$ cat config.mk
export PLATFORM = sky130hd
export DESIGN_NAME = mf2_bus_events
export DESIGN_NICKNAME = d
export VERILOG_FILES = /design/src/hw/cpu_bus_pkg.sv /design/src/hw/mf2_map_pkg.sv /design/src/hw/mf2_bus_events.sv
export SDC_FILE = /design/constraint.sdc
export NUM_CORES = 1
export LEC_CHECK = 0
export BUFFER_PORTS_ARGS = -buffer_cell sky130_fd_sc_hd__buf_2
export CAP_MARGIN = 10
export CORE_AREA = 3 3 40 42
export DETAILED_ROUTE_END_ITERATION = 12
export DIE_AREA = 0 0 43 45
export GPL_TIMING_DRIVEN = 0
export MAX_ROUTING_LAYER = met4
export PLACE_DENSITY = 0.78
export SETUP_SLACK_MARGIN = 0.02
export SLEW_MARGIN = 10
export SYNTH_ARGS = -nofsm -noshare
export SYNTH_HDL_FRONTEND = slang
export SYNTH_SLANG_ARGS = --single-unit
$ cat constraint.sdc
create_clock -name clk_sys -period 1.3 [get_ports clk_sys]
set_clock_uncertainty 0.1 [all_clocks]
set_input_delay 0.065 -clock clk_sys [delete_from_list [all_inputs] [get_ports clk_sys]]
set_output_delay 0.065 -clock clk_sys [all_outputs]
set_load 0.02 [all_outputs]
$ cat src/hw/cpu_bus_pkg.sv
// CPU bus package
// One sample of the Z80-style CPU bus, with the
// address and data types and the idle bus value

package cpu_bus_pkg;

	localparam int ADDR_W = 16;
	localparam int DATA_W = 8;

	typedef logic [ADDR_W-1:0] cpu_addr_t;
	typedef logic [DATA_W-1:0] cpu_data_t;

	// Undriven data bus reads as all ones
	localparam cpu_data_t DATA_IDLE = 8'hFF;

	// All strobes active high
	typedef struct packed {
		cpu_addr_t addr;
		cpu_data_t dout;     // CPU write data
		logic      rd;
		logic      wr;
		logic      iorq;
		logic      m1;
		logic      mem_rd;   // Memory read cycle
		logic      mem_wr;   // Memory write cycle
	} cpu_bus_t;

endpackage

$ cat src/hw/mf2_map_pkg.sv
// Multiface Two map package
// Memory windows, trap vectors, I/O ports, shadow slots in the
// 8 KB RAM, and the state, mode and gate-array command types

package mf2_map_pkg;
	import cpu_bus_pkg::*;

	localparam int SHADOW_AW    = 13;
	localparam int SHADOW_DEPTH = 8192;

	typedef logic [SHADOW_AW-1:0] shadow_addr_t;

	typedef enum logic [1:0] {
		MF2_ENABLED  = 2'd0,
		MF2_HIDDEN   = 2'd1,
		MF2_DISABLED = 2'd2
	} mf2_mode_e;

	typedef enum logic [1:0] {
		ST_IDLE,
		ST_NMI_PENDING,
		ST_PAGED,
		ST_PAGED_HIDDEN
	} mf2_state_e;

	// Gate-array command in data bits 7:6
	typedef enum logic [1:0] {
		GA_PEN_SEL = 2'b00,
		GA_INK     = 2'b01,
		GA_MODE    = 2'b10,
		GA_BANK    = 2'b11
	} ga_cmd_e;

	typedef struct packed {
		logic      io_wr_rise;
		logic      m1_rise;
		logic      key_rise;
		logic      port_page;   // 0xFEE8 / 0xFEEA
		logic      page_out;    // Address bit 1 of the page port
		cpu_addr_t addr;
		cpu_data_t data;
	} bus_event_t;

	localparam cpu_addr_t   NMI_VECTOR     = 16'h0066;
	localparam cpu_addr_t   HIDE_VECTOR    = 16'h0065;
	localparam logic [13:0] PAGE_PORT_BASE = 14'h3FBA;   // 0xFEE8 >> 2
	localparam logic [2:0]  ROM_WINDOW     = 3'b000;
	localparam logic [2:0]  RAM_WINDOW     = 3'b001;

	//////////////////////////////
	// Shadow slots
	localparam shadow_addr_t SLOT_PEN_INDEX = 13'h1FCF;
	localparam shadow_addr_t SLOT_PEN_BASE  = 13'h1F90;
	localparam shadow_addr_t SLOT_BORDER    = 13'h1FDF;
	localparam shadow_addr_t SLOT_MODE      = 13'h1FEF;
	localparam shadow_addr_t SLOT_BANK      = 13'h1FFF;
	localparam shadow_addr_t SLOT_CRTC_SEL  = 13'h1CFF;
	localparam shadow_addr_t SLOT_CRTC_BASE = 13'h1DB0;
	localparam shadow_addr_t SLOT_PPI       = 13'h17FF;
	localparam shadow_addr_t SLOT_UROM      = 13'h1AAC;

	// Port high bytes
	localparam cpu_data_t PORT_GA        = 8'h7F;
	localparam cpu_data_t PORT_CRTC_SEL  = 8'hBC;
	localparam cpu_data_t PORT_CRTC_DATA = 8'hBD;
	localparam cpu_data_t PORT_PPI       = 8'hF7;
	localparam cpu_data_t PORT_UROM      = 8'hDF;

endpackage

$ cat src/hw/mf2_bus_events.sv
// Multiface bus event detector
// Finds rising edges of I/O write, opcode fetch and the freeze key,
// and decodes the page port once for the later stages

`timescale 1ns/1ps

module mf2_bus_events
	import cpu_bus_pkg::*, mf2_map_pkg::*;
(
	input  logic       clk_sys,
	input  logic       reset,
	input  cpu_bus_t   bus,
	input  logic       freeze_key,
	output bus_event_t ev
);

	logic io_wr;
	logic fetch;
	logic io_wr_q;
	logic fetch_q;
	logic key_q;

	assign io_wr = bus.iorq & bus.wr;
	// Interrupt acknowledge carries iorq so only opcode fetches count
	assign fetch = bus.m1 & bus.rd & ~bus.iorq;

	//////////////////////////////
	// Previous levels
	always_ff @(posedge clk_sys) begin
		if (reset) begin
			io_wr_q <= 1'b0;
			fetch_q <= 1'b0;
			key_q   <= 1'b0;
		end else begin
			io_wr_q <= io_wr;
			fetch_q <= fetch;
			key_q   <= freeze_key;
		end
	end

	always_comb begin
		ev.io_wr_rise = io_wr & ~io_wr_q;
		ev.m1_rise    = fetch & ~fetch_q;
		ev.key_rise   = freeze_key & ~key_q;
		ev.port_page  = (bus.addr[15:2] == PAGE_PORT_BASE);
		ev.page_out   = bus.addr[1];   // FEEA pages out
		ev.addr       = bus.addr;
		ev.data       = bus.dout;
	end

endmodule

* Yosys cells after proc, flatten, opt, wreduce, memory -nomap -nowiden
Cells that the tools add are included.
** Storage, ports and cells
- Memory bits (writable) :: 0
- Register bits :: 3
- ROM bits :: 0
- Output and inout port bits :: 29
- Bits in latches :: 0
- Input port bits :: 33
- Memories kept :: 0
- Logic and storage cells :: 14
** Cells by class
- Equality and inequality tests :: 1
- $mul :: 0
- Divide/modulo/power cells :: 0
- Magnitude comparators :: 0
- Mux-type cells :: 0
- Reductions and logical operators :: 0
- Add/subtract/negate cells :: 0
- Bitwise operators :: 10
- Shift-type cells :: 0
** Operators with widths (count)
- 14-bit == test, second input constant :: 1
- 1-bit bitwise AND :: 6
- 1-bit inverter :: 4

* Logic depth before layout (Yosys ltp)
- Depth after elaboration :: 3
- Mapped depth :: 2
- Mapped depth without buffers :: 2

* Worst setup path before layout
No wires, ideal clock.
- Path kind :: input port to output port
- Start :: in bus[18] (netlist bit)
- End :: out ev[25] (netlist bit)
- Slack :: 0.383 ns
- Path buffers :: 0
- Cell stages on the path :: 2
- Data arrival time :: 0.752 ns
- Required time :: 1.135 ns
- Cell sequence :: nand4bb_1 nor4_2
** RTL lines
- from (decl) :: RTL line mf2_bus_events.sv:12 : input cpu_bus_t bus,
- to (decl) :: RTL line mf2_bus_events.sv:14 : output bus_event_t ev

==> summary by stage <==
Synthesis
The synthesized design devotes to its leading area cell type 57.0% of total area. In this run the cell area of the synthesized design comes to roughly 330 um2. Synthesis inferred 3 register bits. The distinct cell type count of the synthesized netlist is 10. By area the synthesized netlist is led by buf_4 (57%), dfxtp_1 (18%), nor2_1 (4.6%). Dividing the synthesized area by the synthesized cell count gives approximately 8.0 um2. The total of warnings raised by yosys is 0.

Synthesis produced a netlist with a net count of 74. Of the synthesized area, sequential elements account for a little under a fifth. Summed over all instances, the cell type with the most area after synthesis is buf_4.

The number of cells produced by synthesis is between 40 and 50.

Timing
The achievable clock frequency is roughly 0.86 GHz. The final count of negative-setup-slack endpoints is 0. The sum of negative setup slack is 0 ns. The final hold violation count was 0.

In this run the tightest slew margin relative to its limit is between 80 and 90%. The worst path in the final design needs a cycle of ~1.2 ns, including I/O delays and setup. Setup repair after global routing left no endpoint under its margin. At the pin with the least slew margin, the transition time is 0.174 ns. Of the available clock period, the critical path in the final layout requires 89.1%. The number of slew-limit violations in the final report is 0.

Drt
The number of design rule violations left after detail routing is 0. The DRC marker count from the first detailed-route iteration is 2. The overall routed net length is a little under 1000 um. Using the TritonRoute via totals, the vias-per-cell ratio works out to roughly 3.9. The residual antenna-violating net count after detailed routing is 0. For this block, the via count after detailed routing is between 400 and 500. The total iterations of the first detailed-routing run is 2. The post-detailed-route wirelength per cell is 8.70 um.

CTS
The number of H-tree branching levels is 1. The clock root buffer master is clkbuf_4. The number of clock sinks is 3. The number of buffers created by CTS is 3. The post-cts resize count is 0. The maximum buffer depth of the clock tree is 2. The TritonCTS clock tree is done.

After clock tree synthesis, the clock-pin slew on the worst setup and hold paths is 0.04 ns.

Floorplan
In this run the vertical extent of the chip is ~45 um. The die covers approximately 1900 um2. The floorplan step set the die width to between 40 and 50 um. The starting utilization of the core area is 25.6%. During I/O placement, the number of pins put on the boundary was 62. The initialized floorplan defines 13 standard-cell rows.

The region available for standard cell placement spans 1280 um2.

Setup path
The required time at the endpoint of the critical path is 1.13 ns. Data arrives at the worst endpoint at 0.99 ns. The setup path with the least slack is of type input pin to output pin. The maximum fanout along the worst path is 2. The critical path startpoint category is an input pin. STA classifies the critical path endpoint as an output pin.

Place
The placed instance count is approximately 110. The routability congestion estimate from global placement is about 0.60. The placed cell area is between 500 and 600 um2. The total half-perimeter wirelength after legalization and detailed placement is roughly 820 um. Port buffering added 49 buffers.

Power and ir drop
Of the total power, the share spent switching nets is between 30% and 40%. The static leakage power is about 0.4 nW. The share of total power dissipated in combinational logic is 44.7%. Of the total power, the clock network draws 34.8%. The total power divided by cell area is around 720 nW/um2. For this design the total switching power over the nets is roughly 0.15 mW. The internal power of the cells totals approximately 0.32 mW. The design draws approximately 0.48 mW.

Of the total power, registers draw around a fifth. Across the VDD grid, the largest voltage drop is 0.402 mV.

Finish
The total inserted antenna cells is 0. The combined flip-flop and latch cell area is around 60 um2. In the final layout, the share of cells above drive strength 1 is between 70% and 80%.

The number of standard cells in the layout, taps in and fillers out is around 110. The filler cells instantiated in the layout total between 100 and 150. The finished cells cover ~660 um2.

Relative to the synthesized area, the layout overhead comes to 100%. The footprint of the multi-input gates is slightly above 80 um2. At the end of the flow, the number of nets in the layout was ~130.

GRT
For this run, the total global-route usage over all layers was measured as 10.0%. The first global-routing pass estimated approximately 1400 um of wire. The pin count of the biggest net entering global routing is 4.

The total overflow left after global routing is 0. The number of antenna violations at the first check in global routing is 0. The via count of the first global-routing pass is roughly 400.

Flow run
Across the run, the number of max-cap violations was 0.

Status
The flow ran to the end, and the final reports show no timing, DRC or antenna violations.

Min path
The path category of the worst min-delay check is input pin to register.
area by class of cell:
cell class                      instances  area share [%]
Buffer                                 25            28.5
Multi-Input combinational cell         13            12.3
Sequential cell                         3            9.11
Clock buffer                            4            3.98
Tap cell                               15            2.85
Timing Repair Buffer                   53            43.3
final timing paths:
check  cells after the start  slack [ns]    from       to
max                        5        0.14  bus[3]   ev[28]
min                        3        0.02  bus[5]  fetch_q
metrics by stage:
| step | util [%] | worst slack [ns] | hold slack, ns |
|---|---|---|---|
| 2_1_floorplan | - | 0.383 | 0.0366 |
| 3_3_place_gp | 46.2 | 0.330 | 0.159 |
| 3_5_place_dp | 46.2 | 0.338 | 0.158 |
| 4_1_cts | 51.3 | 0.144 | 0.00355 |
| 5_1_grt | 51.3 | 0.0576 | 0.0303 |
| 6_report | 51.3 | 0.141 | 0.0150 |
power groups by stage:
stage | registers [mW] | clock network (mW) | logic [mW]
global route | 0.0978 | 0.173 | 0.228
global placement | 0.0985 | 0 | 0.202
detailed placement | 0.0988 | 0 | 0.205
CTS | 0.0977 | 0.175 | 0.215
finish | 0.0975 | 0.166 | 0.213
floorplan | 0.0984 | 0 | 0.130
cell usage after synthesis:
cell type and instances:
buf_4 25, nor2_1 4, dfxtp_1 3, nand4_1 2, nand2b_1 1, nand3b_1 1, nand4bb_1 1, nor2b_1 2
nor4_2 1, nand2_1 1
repair_timing:
item / in CTS / in global routing
buffers inserted: 0 / 0
hold buffers: 4 / 0
endpoints found under the hold margin: 3 / 0
registers in the layout, indices dropped and copies added, names as in the netlist:
| name | flops |
|---|---|
| fetch_q | 1 |
| key_q | 1 |
| io_wr_q | 1 |
logic make-up after synthesis:
kind of cell,synth area share [%]
simple gates,24.7
flops,18.3
buf+inv,57.0
per-layer routing:
| metal | wire length (um) | part of all wire (%) | global-route usage [%] |
|---|---|---|---|
| met5 | 0 | 0 | - |
| met4 | 0 | 0 | 5.42 |
| met3 | 185 | 19 | 2.79 |
| met2 | 527 | 54 | 20.4 |
| met1 | 269 | 27 | 7.93 |
worst max-delay path: stages:
cell	delay (ns)
buf_2	0.08
dlygate4sd3_1	0.54
nand2_1	0.07
nor2_1	0.08
buf_2	0.16
cell usage in the layout, fill, tap and decap left out:
cell,n
nand4_1,2
nand2b_1,1
nor2_1,4
buf_2,49
buf_4,25
nor4_2,1
nand3b_1,1
clkbuf_1,1
nand4bb_1,1
dlygate4sd3_1,4
dfxtp_1,3
nand2_1,1
nor2b_1,2
clkbuf_4,3
Note: power is estimated with default switching activity, not from simulation.
