### src/hw/cpu_bus_pkg.sv
// CPU bus package
// One sample of the Z80-style CPU bus, with the
// address and data types and the idle bus value

package cpu_bus_pkg;

	localparam int ADDR_W = 16;
	localparam int DATA_W = 8;

	typedef logic [ADDR_W-1:0] cpu_addr_t;
	typedef logic [DATA_W-1:0] cpu_data_t;

	// Undriven data bus reads as all ones
	localparam cpu_data_t DATA_IDLE = 8'hFF;

	// All strobes active high
	typedef struct packed {
		cpu_addr_t addr;
		cpu_data_t dout;     // CPU write data
		logic      rd;
		logic      wr;
		logic      iorq;
		logic      m1;
		logic      mem_rd;   // Memory read cycle
		logic      mem_wr;   // Memory write cycle
	} cpu_bus_t;

endpackage

### src/hw/mf2_map_pkg.sv
// Multiface Two map package
// Memory windows, trap vectors, I/O ports, shadow slots in the
// 8 KB RAM, and the state, mode and gate-array command types

package mf2_map_pkg;
	import cpu_bus_pkg::*;

	localparam int SHADOW_AW    = 13;
	localparam int SHADOW_DEPTH = 8192;

	typedef logic [SHADOW_AW-1:0] shadow_addr_t;

	typedef enum logic [1:0] {
		MF2_ENABLED  = 2'd0,
		MF2_HIDDEN   = 2'd1,
		MF2_DISABLED = 2'd2
	} mf2_mode_e;

	typedef enum logic [1:0] {
		ST_IDLE,
		ST_NMI_PENDING,
		ST_PAGED,
		ST_PAGED_HIDDEN
	} mf2_state_e;

	// Gate-array command in data bits 7:6
	typedef enum logic [1:0] {
		GA_PEN_SEL = 2'b00,
		GA_INK     = 2'b01,
		GA_MODE    = 2'b10,
		GA_BANK    = 2'b11
	} ga_cmd_e;

	typedef struct packed {
		logic      io_wr_rise;
		logic      m1_rise;
		logic      key_rise;
		logic      port_page;   // 0xFEE8 / 0xFEEA
		logic      page_out;    // Address bit 1 of the page port
		cpu_addr_t addr;
		cpu_data_t data;
	} bus_event_t;

	localparam cpu_addr_t   NMI_VECTOR     = 16'h0066;
	localparam cpu_addr_t   HIDE_VECTOR    = 16'h0065;
	localparam logic [13:0] PAGE_PORT_BASE = 14'h3FBA;   // 0xFEE8 >> 2
	localparam logic [2:0]  ROM_WINDOW     = 3'b000;
	localparam logic [2:0]  RAM_WINDOW     = 3'b001;

	//////////////////////////////
	// Shadow slots
	localparam shadow_addr_t SLOT_PEN_INDEX = 13'h1FCF;
	localparam shadow_addr_t SLOT_PEN_BASE  = 13'h1F90;
	localparam shadow_addr_t SLOT_BORDER    = 13'h1FDF;
	localparam shadow_addr_t SLOT_MODE      = 13'h1FEF;
	localparam shadow_addr_t SLOT_BANK      = 13'h1FFF;
	localparam shadow_addr_t SLOT_CRTC_SEL  = 13'h1CFF;
	localparam shadow_addr_t SLOT_CRTC_BASE = 13'h1DB0;
	localparam shadow_addr_t SLOT_PPI       = 13'h17FF;
	localparam shadow_addr_t SLOT_UROM      = 13'h1AAC;

	// Port high bytes
	localparam cpu_data_t PORT_GA        = 8'h7F;
	localparam cpu_data_t PORT_CRTC_SEL  = 8'hBC;
	localparam cpu_data_t PORT_CRTC_DATA = 8'hBD;
	localparam cpu_data_t PORT_PPI       = 8'hF7;
	localparam cpu_data_t PORT_UROM      = 8'hDF;

endpackage

### src/hw/mf2_control.sv
// Multiface control
// NMI request, paging and hiding of the unit,
// and the ROM / RAM window enables

`timescale 1ns/1ps

module mf2_control
	import cpu_bus_pkg::*, mf2_map_pkg::*;
(
	input  logic       clk_sys,
	input  logic       reset,
	input  bus_event_t ev,
	input  mf2_mode_e  mode,
	input  cpu_addr_t  addr,
	output logic       nmi,
	output logic       paged,
	output logic       rom_en,
	output logic       ram_en
);

	mf2_state_e state;
	mf2_mode_e  mode_q;
	logic       hidden;   // Blocks paging in through the port
	logic       nmi_ack;
	logic       hide_hit;
	logic       port_wr;
	logic       page_in_ok;

	assign nmi_ack    = ev.m1_rise && (ev.addr == NMI_VECTOR);
	assign hide_hit   = ev.m1_rise && (ev.addr == HIDE_VECTOR);
	assign port_wr    = ev.io_wr_rise && ev.port_page;
	assign page_in_ok = !ev.page_out && !hidden && (mode_q != MF2_DISABLED);

	always_ff @(posedge clk_sys) begin
		if (reset) begin
			state  <= ST_IDLE;
			mode_q <= mode;   // Setup switch
			hidden <= (mode != MF2_ENABLED);
		end else begin
			case (state)
				ST_IDLE: begin
					if (port_wr && page_in_ok)
						state <= ST_PAGED;
					else if (ev.key_rise && mode_q != MF2_DISABLED)
						state <= ST_NMI_PENDING;
				end
				ST_NMI_PENDING: begin
					// Port writes wait until the NMI is taken
					if (nmi_ack) begin
						state  <= ST_PAGED;
						hidden <= 1'b0;
					end
				end
				ST_PAGED: begin
					if (hide_hit) begin
						state  <= ST_PAGED_HIDDEN;
						hidden <= 1'b1;
					end else if (port_wr) begin
						state <= page_in_ok ? ST_PAGED : ST_IDLE;
					end
				end
				ST_PAGED_HIDDEN: begin
					if (port_wr)
						state <= ST_IDLE;   // Hidden unit only pages out
				end
				default: state <= ST_IDLE;
			endcase
		end
	end

	assign nmi    = (state == ST_NMI_PENDING);
	assign paged  = (state == ST_PAGED) || (state == ST_PAGED_HIDDEN);
	assign rom_en = paged && (addr[15:13] == ROM_WINDOW);
	assign ram_en = paged && (addr[15:13] == RAM_WINDOW);

endmodule

### config.mk
export PLATFORM = sky130hd
export DESIGN_NAME = mf2_control
export DESIGN_NICKNAME = d
export VERILOG_FILES = /design/src/hw/cpu_bus_pkg.sv /design/src/hw/mf2_map_pkg.sv /design/src/hw/mf2_control.sv
export SDC_FILE = /design/constraint.sdc
export NUM_CORES = 1
export LEC_CHECK = 0
export BUFFER_PORTS_ARGS = -buffer_cell sky130_fd_sc_hd__buf_4
export CORE_MARGIN = 5
export CORE_UTILIZATION = 29
export DETAILED_ROUTE_END_ITERATION = 8
export GPL_TIMING_DRIVEN = 1
export PLACE_DENSITY_LB_ADDON = 0.15
export SETUP_SLACK_MARGIN = 0.15
export SLEW_MARGIN = 5
export SYNTH_ARGS = -nofsm -noshare
export SYNTH_HDL_FRONTEND = slang
export SYNTH_SLANG_ARGS = --single-unit
### constraint.sdc
create_clock -name clk_sys -period 1.6 [get_ports clk_sys]
set_input_delay 0.24 -clock clk_sys [delete_from_list [all_inputs] [get_ports clk_sys]]
set_output_delay 0.24 -clock clk_sys [all_outputs]
set_load 0.01 [all_outputs]
[After elaboration in Yosys (flattened, before gate mapping)]
Index checks and enable logic that the tools add are counted.
Operators by class
  reduce and logical (&&, ||, !) cells: 18
  mux-type cells: 12
  eq/ne operators: 13
Operator list (count)
  == test 16 x 7 -> 1 bit (second input constant): 2
  two-way mux 2 bit: 7
  logical AND 1 bit: 9
  != test 3 bit (second input constant): 3
  case mux 2 bit (4 select lines): 1
  == test 2 bit (second input constant): 2
  != test 2 bit (second input constant): 2
  AND reduction 4 bit: 1
  == test 3 x 1 -> 1 bit (second input constant): 1
  logical NOT 3 bit: 1
  two-way mux 1 bit: 3
  != test 3 x 2 -> 1 bit (second input constant): 1
  AND reduction 3 bit: 1
  nonzero test 3 bit: 1
  == test 2 x 1 -> 1 bit (second input constant): 1
  logical NOT 1 bit: 2
  logical NOT 2 bit: 1
  != test 2 x 1 -> 1 bit (second input constant): 1
  case mux 1 bit (2 select lines): 1
  nonzero test 2 bit: 1
  logical OR 1 bit: 1
Word-level totals
  input port bits: 49
  flip-flop bits (word level): 5
  output and inout port bits: 4
  logic and storage cells: 46

[Logic depth before layout (Yosys ltp)]
  word-level depth: 7
  gate-level depth with buffers: 4
  mapped depth without buffers: 4

[Worst setup path before layout]
No wires, ideal clock.
  kind: flip-flop to output port
  from: register state[1]
  to: output rom_en
  path buffers: 1
  cell stages (with the launch flop): 3
  path slack: 0.330 ns
  data required time: 1.360 ns
  data arrival time: 1.030 ns
  cells stage by stage: dfxtp_1 clkbuf_1 nor4b_1
On the way
  word-level cells in the longest chain between the ends: 3
  elaborated cells on any way between the ends: 4
  those cells by class: eq/ne (2); reduce/logical (2)
RTL lines
  start: declaration: line mf2_control.sv:21  | mf2_state_e state;
  start signal: assignment: line mf2_control.sv:59  | state <= page_in_ok ? ST_PAGED : ST_IDLE;
  == test 2 bit: line mf2_control.sv:72  | assign paged = (state == ST_PAGED) || (state == ST_PAGED_HIDDEN);
  logical OR 1 bit *: line mf2_control.sv:72
  logical AND 1 bit *: line mf2_control.sv:73  | assign rom_en = paged && (addr[15:13] == ROM_WINDOW);
  end: declaration: line mf2_control.sv:17  | output logic rom_en,
Mark *: on every way between the ends. The rest lies on a longest branch, timed or not.

[Final worst setup path]
  from: register state[1]
  to: output ram_en
On the way
  word-level cells in the longest chain between the ends: 3
  elaborated cells on any way between the ends: 4
  those cells by class: eq/ne (2); reduce/logical (2)
RTL lines
  == test 2 bit: line mf2_control.sv:72
  logical OR 1 bit *: line mf2_control.sv:72
  logical AND 1 bit *: line mf2_control.sv:74  | assign ram_en = paged && (addr[15:13] == RAM_WINDOW);
  end: declaration: line mf2_control.sv:18  | output logic ram_en
Marks and branches as above.

==> reports/metrics.csv <==
metric,value,unit
outcome,"complete, no violations",
post-synthesis mux area share,0,
critical path launch point type,flip-flop,
Routed Antenna Nets,0,
register area,131,um^2
power per cell area,610,mW/mm^2
pre-CTS setup slack,135,ps
number of flops mapped to enable cells by yosys,3,
Worst Setup Path Type,flip-flop to output pin,
initial antenna violation count,0,
async set-reset flop share out of synthesis,0,
Final TNS setup,0,ps
Root Driver,clkbuf_4,
Setup Viol. Count Final,0,
fin crit share,0.833,
Netlist cell types,29,
peak fanout along the critical path,12,
"Cell Area, Synth",393,um^2
WL final,1.15,mm
Final min period,1330,ps
critical path arrival,1090,ps
Clock Path Buffers,2,
Final Hold Vio Count,0,
CP endpoint,ram_en,
Slew headroom,0.724,
die height,46.8,um
hpwl dp,933,um
die area,0.00219,mm^2
GRT Util Overall,0.113,
Wirelength per Cell,13.0,um
xor and xnor area share after synthesis,0,
TritonCTS buffer count,3,
"Avg Cell Area, Syn",9.82,um^2
fraction of layout cells with a size suffix above 1,0.562,
Overall Power,413,uW
Worst Hold Class,input port to flip-flop,
Max Clk Rate,750,MHz
vias in the first global route,457,
area of the multi-input gates,264,um^2
Util after Layout,0.527,
Post-Synth Adder-Cell Area,0,
# fillers,121,
final slew viol count,0,
P_leak,0.000274,uW
Synth Flop Type,edfxtp_1,
hold-fix buffers at CTS,0,
Initial Util,0.306,
R2R Path End,state[1],
# IOs,53,
Final Skew,4.55,ps
largest family of logic cells by synthesized area,simple AND/OR/NAND/NOR gates,
simple-gate share of the synthesized area,0.436,
CP Data Required Time,1360,ps
first-pass GRT wire length,1.75,mm
number of vias per cell,5.38,
nets,123,
sequential-to-total area share from yosys stat,0.331,
maxcap violations,0,
DRC violations left,0,
die width,46.8,um
GP Congestion,0.657,
core area,0.00128,mm^2
Area Overhead vs Synth,72.3,%
RSZ-0062 raised after global routing,false,
"Clk pin slew, worst setup/hold paths",50,ps
largest net degree at the start of global routing,13,
crit end category,output pin,
Synth Area in Compound Gates,0.204,
Worst R2R Setup Slack,320,ps
via count,473,
clk_lat worst skew,240,ps
Slew @ Worst Pin,409,ps
initial DRC count,7,
post-cts resize count,1,
YS warnings,0,
peak supply drop,0.245,mV
Num Clock Sinks,5,
CTS tree,done,
Synth Net Count,89,
H-tree depth,1,
GRT overflow,0,
Post-CTS Setup Repair Bufs,0,
worst r2r src,state[0],
Setup WS post-layout,267,ps
Pre-antenna DRT Iters,4,
I/O Buffers,31,
reg2reg path depth,3,
cell count after synthesis,40,
Cell Rows,13,
Critical path origin,state[1],
register bit total from synthesis,5,
Diodes inserted,0,
-- Yosys cell counts (all sizes together) (2+ instances only) --
cell type / number / area share
o21ai: 2 / 0.025
nor3: 3 / 0.038
dfxtp: 2 / 0.10
o311ai: 2 / 0.045
nor4b: 3 / 0.11
edfxtp: 3 / 0.23
a31oi: 2 / 0.032
nand2b: 2 / 0.032
a211oi: 2 / 0.051
clkbuf: 2 / 0.019
-- how the worst min path moves through the flow --
stage | slack (ps) | start | depth (start not counted) | end
2_1_floorplan | 310 | reset | 1 | state[1]
3_3_place_gp | 430 | mode[0] | 1 | mode_q[0]
3_5_place_dp | 430 | mode[0] | 1 | mode_q[0]
4_1_cts | 190 | mode[0] | 1 | mode_q[0]
5_1_grt | 170 | mode[0] | 1 | mode_q[0]
6_report | 190 | mode[0] | 1 | mode_q[0]
-- final cells by class --
| cell class | instances | share of cell area |
|---|---|---|
| inverters | 1 | 0.00555 |
| clock buffers | 4 | 0.0388 |
| multi-input cells | 32 | 0.390 |
| well taps | 15 | 0.0277 |
| repair buffers | 31 | 0.344 |
| flip-flops and latches | 5 | 0.194 |
-- sequential cells by signal, indices dropped and copies added, names as in the netlist --
name,cells
hidden,1
state,2
mode_q,2
-- power by group --
group | switching, uW | leakage, uW | internal [uW] | total, uW
logic | 38.6 | 0.000213 | 70.0 | 109
registers | 11.8 | 0.0000465 | 149 | 160
clock network | 49.8 | 0.0000150 | 94.2 | 144
total | 100 | 0.000274 | 313 | 413
-- critical path, cell delays in order, from the launching register on --
cell and delay (ps):
dfxtp_2 440, nor4bb_2 250, buf_4 170
-- kinds of logic (layout without fill, tap and decap cells) --
| family | count (synthesis) | count (layout) |
|---|---|---|
| buffers and inverters | 3 | 36 |
| DFF | 5 | 5 |
| AOI/OAI and AO/OA | 11 | 11 |
| and+or+nand+nor | 21 | 21 |
-- routing by layer --
metal  global-route usage  wire, um  up-vias
met5                    0         0        -
met4               0.0497         0        0
met3               0.0383       133        0
met2                0.211       575       22
met1                0.111       437      218
li1                     -         -      233
-- cells in the final DEF, fill, tap and decap left out, types with 2 or more instances in the layout --
cell	instances
nor3_1	3
o21ai_0	2
a31oi_1	2
buf_4	31
edfxtp_1	3
clkbuf_4	3
o311ai_0	2
nand2b_1	2
-- per-stage QoR --
step | hold slack (ps) | instance area [um^2] | instances
CTS | 186 | 664 | 88
detailed placement | 428 | 637 | 84
global route | 174 | 677 | 88
finish | 191 | 677 | 88
global placement | 426 | 637 | 84
floorplan | 313 | 393 | 40
Note: power is estimated with default switching activity, not from simulation.
