`src/hw/cpu_bus_pkg.sv`:
```
// CPU bus package
// One sample of the Z80-style CPU bus, with the
// address and data types and the idle bus value

package cpu_bus_pkg;

	localparam int ADDR_W = 16;
	localparam int DATA_W = 8;

	typedef logic [ADDR_W-1:0] cpu_addr_t;
	typedef logic [DATA_W-1:0] cpu_data_t;

	// Undriven data bus reads as all ones
	localparam cpu_data_t DATA_IDLE = 8'hFF;

	// All strobes active high
	typedef struct packed {
		cpu_addr_t addr;
		cpu_data_t dout;     // CPU write data
		logic      rd;
		logic      wr;
		logic      iorq;
		logic      m1;
		logic      mem_rd;   // Memory read cycle
		logic      mem_wr;   // Memory write cycle
	} cpu_bus_t;

endpackage

```
`src/hw/mf2_map_pkg.sv`:
```
// Multiface Two map package
// Memory windows, trap vectors, I/O ports, shadow slots in the
// 8 KB RAM, and the state, mode and gate-array command types

package mf2_map_pkg;
	import cpu_bus_pkg::*;

	localparam int SHADOW_AW    = 13;
	localparam int SHADOW_DEPTH = 8192;

	typedef logic [SHADOW_AW-1:0] shadow_addr_t;

	typedef enum logic [1:0] {
		MF2_ENABLED  = 2'd0,
		MF2_HIDDEN   = 2'd1,
		MF2_DISABLED = 2'd2
	} mf2_mode_e;

	typedef enum logic [1:0] {
		ST_IDLE,
		ST_NMI_PENDING,
		ST_PAGED,
		ST_PAGED_HIDDEN
	} mf2_state_e;

	// Gate-array command in data bits 7:6
	typedef enum logic [1:0] {
		GA_PEN_SEL = 2'b00,
		GA_INK     = 2'b01,
		GA_MODE    = 2'b10,
		GA_BANK    = 2'b11
	} ga_cmd_e;

	typedef struct packed {
		logic      io_wr_rise;
		logic      m1_rise;
		logic      key_rise;
		logic      port_page;   // 0xFEE8 / 0xFEEA
		logic      page_out;    // Address bit 1 of the page port
		cpu_addr_t addr;
		cpu_data_t data;
	} bus_event_t;

	localparam cpu_addr_t   NMI_VECTOR     = 16'h0066;
	localparam cpu_addr_t   HIDE_VECTOR    = 16'h0065;
	localparam logic [13:0] PAGE_PORT_BASE = 14'h3FBA;   // 0xFEE8 >> 2
	localparam logic [2:0]  ROM_WINDOW     = 3'b000;
	localparam logic [2:0]  RAM_WINDOW     = 3'b001;

	//////////////////////////////
	// Shadow slots
	localparam shadow_addr_t SLOT_PEN_INDEX = 13'h1FCF;
	localparam shadow_addr_t SLOT_PEN_BASE  = 13'h1F90;
	localparam shadow_addr_t SLOT_BORDER    = 13'h1FDF;
	localparam shadow_addr_t SLOT_MODE      = 13'h1FEF;
	localparam shadow_addr_t SLOT_BANK      = 13'h1FFF;
	localparam shadow_addr_t SLOT_CRTC_SEL  = 13'h1CFF;
	localparam shadow_addr_t SLOT_CRTC_BASE = 13'h1DB0;
	localparam shadow_addr_t SLOT_PPI       = 13'h17FF;
	localparam shadow_addr_t SLOT_UROM      = 13'h1AAC;

	// Port high bytes
	localparam cpu_data_t PORT_GA        = 8'h7F;
	localparam cpu_data_t PORT_CRTC_SEL  = 8'hBC;
	localparam cpu_data_t PORT_CRTC_DATA = 8'hBD;
	localparam cpu_data_t PORT_PPI       = 8'hF7;
	localparam cpu_data_t PORT_UROM      = 8'hDF;

endpackage

```
`src/hw/mf2_store_map.sv`:
```
// Multiface shadow store mapper
// Chooses the shadow RAM address and write for every bus cycle.
// Hardware register writes land in fixed slots, CPU accesses
// in the RAM window use the low address bits

`timescale 1ns/1ps

module mf2_store_map
	import cpu_bus_pkg::*, mf2_map_pkg::*;
(
	input  logic         clk_sys,
	input  logic         reset,
	input  bus_event_t   ev,
	input  cpu_bus_t     bus,
	input  logic         paged,
	output shadow_addr_t ram_addr,
	output cpu_data_t    ram_din,
	output logic         ram_we
);

	logic [4:0]   pen_index;   // Bit 4 selects the border
	logic [3:0]   crtc_reg;
	ga_cmd_e      ga_cmd;
	shadow_addr_t store_addr;
	logic         store_hit;
	logic         mem_hit;

	assign ga_cmd  = ga_cmd_e'(ev.data[7:6]);
	assign mem_hit = bus.mem_wr && paged && (bus.addr[15:13] == RAM_WINDOW);

	//////////////////////////////
	// Port to slot decode
	always_comb begin
		store_hit  = 1'b1;
		store_addr = '0;
		case (ev.addr[15:8])
			PORT_GA: begin
				case (ga_cmd)
					GA_PEN_SEL: store_addr = SLOT_PEN_INDEX;
					GA_INK: begin
						if (pen_index[4])
							store_addr = SLOT_BORDER;
						else
							store_addr = SLOT_PEN_BASE | {9'd0, pen_index[3:0]};
					end
					GA_MODE: store_addr = SLOT_MODE;
					GA_BANK: store_addr = SLOT_BANK;
					default: store_addr = SLOT_BANK;
				endcase
			end
			PORT_CRTC_SEL:  store_addr = SLOT_CRTC_SEL;
			PORT_CRTC_DATA: store_addr = SLOT_CRTC_BASE | {9'd0, crtc_reg};
			PORT_PPI:       store_addr = SLOT_PPI;
			PORT_UROM:      store_addr = SLOT_UROM;
			default:        store_hit  = 1'b0;
		endcase
	end

	// Tracked pen and CRTC register
	always_ff @(posedge clk_sys) begin
		if (reset) begin
			pen_index <= '0;
			crtc_reg  <= '0;
		end else if (ev.io_wr_rise && !ev.port_page) begin
			if (ev.addr[15:8] == PORT_GA && ga_cmd == GA_PEN_SEL)
				pen_index <= ev.data[4:0];
			if (ev.addr[15:8] == PORT_CRTC_SEL)
				crtc_reg <= ev.data[3:0];
		end
	end

	always_ff @(posedge clk_sys) begin
		if (reset)
			ram_we <= 1'b0;
		else
			ram_we <= (ev.io_wr_rise && !ev.port_page && store_hit) || mem_hit;
	end

	// Address and data
	always_ff @(posedge clk_sys) begin
		if (ev.io_wr_rise && !ev.port_page && store_hit) begin
			ram_addr <= store_addr;
			ram_din  <= ev.data;
		end else begin
			ram_addr <= bus.addr[SHADOW_AW-1:0];   // CPU read or write
			ram_din  <= bus.dout;
		end
	end

endmodule

```
`config.mk`:
```
export PLATFORM = sky130hd
export DESIGN_NAME = mf2_store_map
export DESIGN_NICKNAME = d
export VERILOG_FILES = /design/src/hw/cpu_bus_pkg.sv /design/src/hw/mf2_map_pkg.sv /design/src/hw/mf2_store_map.sv
export SDC_FILE = /design/constraint.sdc
export NUM_CORES = 1
export LEC_CHECK = 0
export ABC_AREA = 1
export BUFFER_PORTS_ARGS = -buffer_cell sky130_fd_sc_hd__buf_4
export CAP_MARGIN = 20
export CORE_MARGIN = 2
export CORE_UTILIZATION = 39
export DETAILED_ROUTE_END_ITERATION = 7
export PLACE_DENSITY_LB_ADDON = 0.15
export SYNTH_ARGS = -nofsm -noshare
export SYNTH_HDL_FRONTEND = slang
export SYNTH_SLANG_ARGS = --single-unit
export TNS_END_PERCENT = 100
```
`constraint.sdc`:
```
create_clock -name clk_sys -period 1.29 [get_ports clk_sys]
set_clock_uncertainty 0.2 [all_clocks]
set_input_delay 0.129 -clock clk_sys [delete_from_list [all_inputs] [get_ports clk_sys]]
set_output_delay 0.129 -clock clk_sys [all_outputs]
set_load 0.005 [all_outputs]
```
Yosys cells after proc, flatten, opt, wreduce, memory -nomap -nowiden:

Cells that the tools add are included.

* flip-flop bits (word level): 31
* input port bits: 62
* output and inout bits: 22
* logic and storage cells: 31

* equality and inequality tests: 9
* muxes and demuxes: 6
* reduce and logical (&&, ||, !) cells: 11

Operator list (count)
* 13-bit case mux with 5 select lines: 1
* 13-bit case mux with 4 select lines: 1
* 8-bit equality test (second input constant): 4
* 13-bit 2-to-1 mux: 1
* 8-bit by 7-bit equality test with 1-bit output (second input constant): 1
* 8-bit 2-to-1 mux: 1
* 7-bit 2-to-1 mux: 1
* 1-bit logical AND: 5
* 5-bit OR reduction: 1
* 2-bit equality test (second input constant): 2
* 2-bit AND reduction: 2
* 3-bit by 1-bit equality test with 1-bit output (second input constant): 1
* 2-bit by 1-bit equality test with 1-bit output (second input constant): 1
* 2-bit logical NOT: 1
* 1-bit logical NOT: 1
* 1-bit logical OR: 1
* 1-bit 2-to-1 mux: 1

Longest topological paths before layout:

* word-level depth: 5
* depth in mapped cells: 10
* mapped depth without buffers: 9

Worst setup path before layout:

OpenSTA, ideal clock, no wires.

* kind: input to register
* from: input port ev[20] (netlist name)
* to: register ram_addr[12]
* library setup time: 0.120 ns
* arrival: 0.919 ns
* required time: 0.970 ns
* path slack: 0.051 ns
* cell stages on the path: 8
* buffers on the path: 1
* cell sequence: nand2_2 -> nor2_1 -> nand2_4 -> nand3_4 -> nand2_4 -> nand2_4 -> buf_8 -> or2_1

* longest elaborated chain between the ends: 5
* elaborated cells between the ends (all ways): 10
* those cells by class: eq/ne (5); mux (3); reduce/logical (2)

RTL lines
* from (decl): RTL line mf2_store_map.sv:13 `input bus_event_t ev,`
* 8-bit by 7-bit equality test with 1-bit output or 8-bit equality test (tied branches): RTL line mf2_store_map.sv:36 `case (ev.addr[15:8])`
* 5-bit OR reduction (no source line)
* 1-bit 2-to-1 mux: RTL line mf2_store_map.sv:36
* 1-bit logical AND: RTL line mf2_store_map.sv:81 `if (ev.io_wr_rise && !ev.port_page && store_hit) begin`
* 13-bit 2-to-1 mux (*): RTL line mf2_store_map.sv:81
* to (signal assigned): RTL line mf2_store_map.sv:82 `ram_addr <= store_addr;`
* to (signal assigned): RTL line mf2_store_map.sv:85 `ram_addr <= bus.addr[SHADOW_AW-1:0];`
* to (decl): RTL line mf2_store_map.sv:16 `output shadow_addr_t ram_addr,`

Mark *: on every way between the ends. The rest lies on a longest branch, timed or not.
A chain may end at the register's enable or synchronous reset.

Worst setup path in the final report:

* from: register pen_index[4]
* to: register ram_addr[2]

* longest elaborated chain between the ends: 4

RTL lines
* from (decl): RTL line mf2_store_map.sv:21 `logic [4:0] pen_index;`
* from (signal assigned): RTL line mf2_store_map.sv:66 `pen_index <= ev.data[4:0];`
* 7-bit 2-to-1 mux: RTL line mf2_store_map.sv:41 `if (pen_index[4])`
* 13-bit case mux with 4 select lines: RTL line mf2_store_map.sv:38 `case (ga_cmd)`
* 13-bit case mux with 5 select lines: RTL line mf2_store_map.sv:36
* 13-bit 2-to-1 mux: RTL line mf2_store_map.sv:81

No other way between the ends. The select of a mux whose other input is x is not followed.

==> results.cfg <==
[pwr]
power.density_nw_per_um2 = 846
p_total_w = 0.00212
leakagePower_nw = 1.29
peakVddDrop_mv = 0.685

[setup_path]
crit_path_max_incr_delay_ns = 0.32
worstSetupEndpointType = flop
cp.arrival_ns = 1.18
critical-path-top-delay-family = simple AND/OR/NAND/NOR gates
crit_top_cell = nand2_1
crit_fanout = 3
slowest_stage = dfxtp_2
path_class = reg2reg
cp_cell_sequence = nor3_2, nand2_1, nand2_1, nand3_1, nand2_1, nand2_1
required_ns = 1.26
critPathBufInv = 0
cp-start-kind = flop

[clock_network]
cts_buffers = 5
clk_latency_ns = 0.28
cts-root-buf = clkbuf_8
post_cts_buffers = 0
cts.path.max_buffers = 2
cts-htree-levels = 2
cts_tree = built
cts_sinks = 31
cts.clk_slew.worst_paths_ns = 0.06

[yosys]
syn_area_um2 = 1480
synth_area_leaders = dfxtp_1 42%, nand2_1 15%, nand3_1 9.5%
synth_top_area_share_pct = 42.0
synthDistinctLibCells = 26
ys_seq_elements = 31
synth-warning-count = 0
syn_nets = 254
synthCells = 192
syn_avg_cell_area_um2 = 7.69
synth_top_area_cell = dfxtp_1
ys_seq_area_share_pct = 42.0

[detailed_routing]
postRouteAntennaNets = 0
routed_wl_mm = 3.91
drt_pass1_iterations = 4
wl_per_cell_um = 11.1
drt-initial-drc-count = 60
viasPerCell = 4.57
num_vias = 1614
drc = 0

[placed_design]
dp_hpwl_mm = 2.81
place.gp.congestion = 0.801
portBuffers = 67
place_area_um2 = 2090

[finish]
final_core_util_pct = 68.4
synthToLayoutAreaGrowth_pct = 69.5
drive_gt1_share_pct = 34.8
top_register = ram_addr
fin_area_um2 = 2500
fillCellCount = 328
top_regs = ram_addr (13), ram_din (8), pen_index (5)
final_nets = 367
largest_reg_flops = 13
insertedDiodeCount = 0

[timing]
worst_pin_slew_ns = 0.227
finalSetupTns_ns = 0
period_share_pct = 93.5
maxSlewViolCount = 0
setup_viol = 0
worst_hold_slack_ns = 0.0297
hold_violations = 0
rsz0062_at_grt = false
max_slew_margin_pct = 84.8
max_freq_mhz = 829
min_period_ns = 1.21

[floorplanning]
start_util_pct = 40.3
die_y_um = 65.5
core_um2 = 3660
fp-row-count = 22
die_area_um2 = 4290
ios = 84
dieWidth_um = 65.5

[grt]
grt_max_degree = 21
antenna_found_initial = 0
grt_pass1_vias = 1592
grt.overflow.total = 0
grt_pass1_wl_mm = 6.62
track_usage_pct = 19.9

[status]
outcome = finished clean

[min_path]
hold_class = in2reg

[job]
cap_violations = 0
## cell type report
| type | count | area [um2] | area share (%) |
|---|---|---|---|
| Timing Repair Buffer | 112 | 933 | 37.3 |
| Multi-Input combinational cell | 137 | 732 | 29.3 |
| Sequential cell | 31 | 622 | 24.8 |
| Clock buffer | 6 | 82.6 | 3.30 |
| Inverter | 18 | 67.6 | 2.70 |
| Tap cell | 48 | 60.1 | 2.40 |
| Clock inverter | 1 | 5.00 | 0.200 |
## per-layer routing
metal | track usage (%) | wire, um | up-vias
met4 | 4.69 | 21 | 0
li1 | - | - | 848
met3 | 6.16 | 186 | 4
met5 | 0 | 0 | -
met2 | 36.9 | 2050 | 40
met1 | 22.1 | 1650 | 722
## cells in the mapped netlist (all sizes together)
cell / number
nand2: 68
dfxtp: 31
nand3: 31
inv: 17
a21oi: 9
nor2: 9
o211ai: 7
buf: 5
o21ai: 5
nand4: 4
or2: 2
clkbuf: 1
clkinv: 1
nor3: 1
nor3b: 1
## worst reg2reg max path, delay by kind of cell, from the launching register on
family	cells	cell delay [ns]
and+or+nand+nor	6	0.58
DFF	1	0.32
## cell usage in the layout (no fill, tap or decap), drive strengths merged
cell type     n
or2           2
dlygate4sd3  32
inv          17
nor3b         1
nand4         4
nor2          9
o21ai         5
clkbuf        6
buf          80
nor3          1
a21oi         9
nand3        31
clkinv        2
o211ai        7
nand2        68
dfxtp        31
## through the flow
stage	std cells	setup WS, ns
detailed placement	314	-0.0828
global placement	314	-0.0720
finish	353	0.0841
global route	353	0.00178
floorplan	192	0.0513
CTS	353	0.0659
## path summary, 6_finish.rpt
| check | from | to | slack [ns] | depth (start not counted) |
|---|---|---|---|---|
| setup / recovery | pen_index[4] | ram_addr[2] | 0.08 | 6 |
| hold reg to reg | pen_index[2] | pen_index[2] | 0.25 | 2 |
| setup reg to reg | pen_index[4] | ram_addr[2] | 0.08 | 6 |
| hold / removal | bus[28] | ram_we | 0.03 | 6 |
## power breakdown
group / internal, W / switching [W] / leakage, nW / total [W]
Sequential: 0.000995 / 0.00000915 / 0.258 / 0.00100
Clock: 0.000417 / 0.000326 / 0.0470 / 0.000743
Combinational: 0.000236 / 0.000133 / 0.982 / 0.000369
## timing repair
action                     CTS  global route
hold buffers                32             0
setup endpoints to repair    2             2
pin swaps                    0             3
hold endpoints to repair    31             0
gates resized for setup      1             1
## cells by family (layout without fill, tap and decap cells)
kind of cell,count (synthesis),count (layout),share of synthesized area [%]
and+or+nand+nor,116,116,40.9
AOI/OAI and AO/OA,21,21,8.30
buffers and inverters,24,137,8.73
DFF,31,31,42.0
Power figures use the tool's default switching activity.
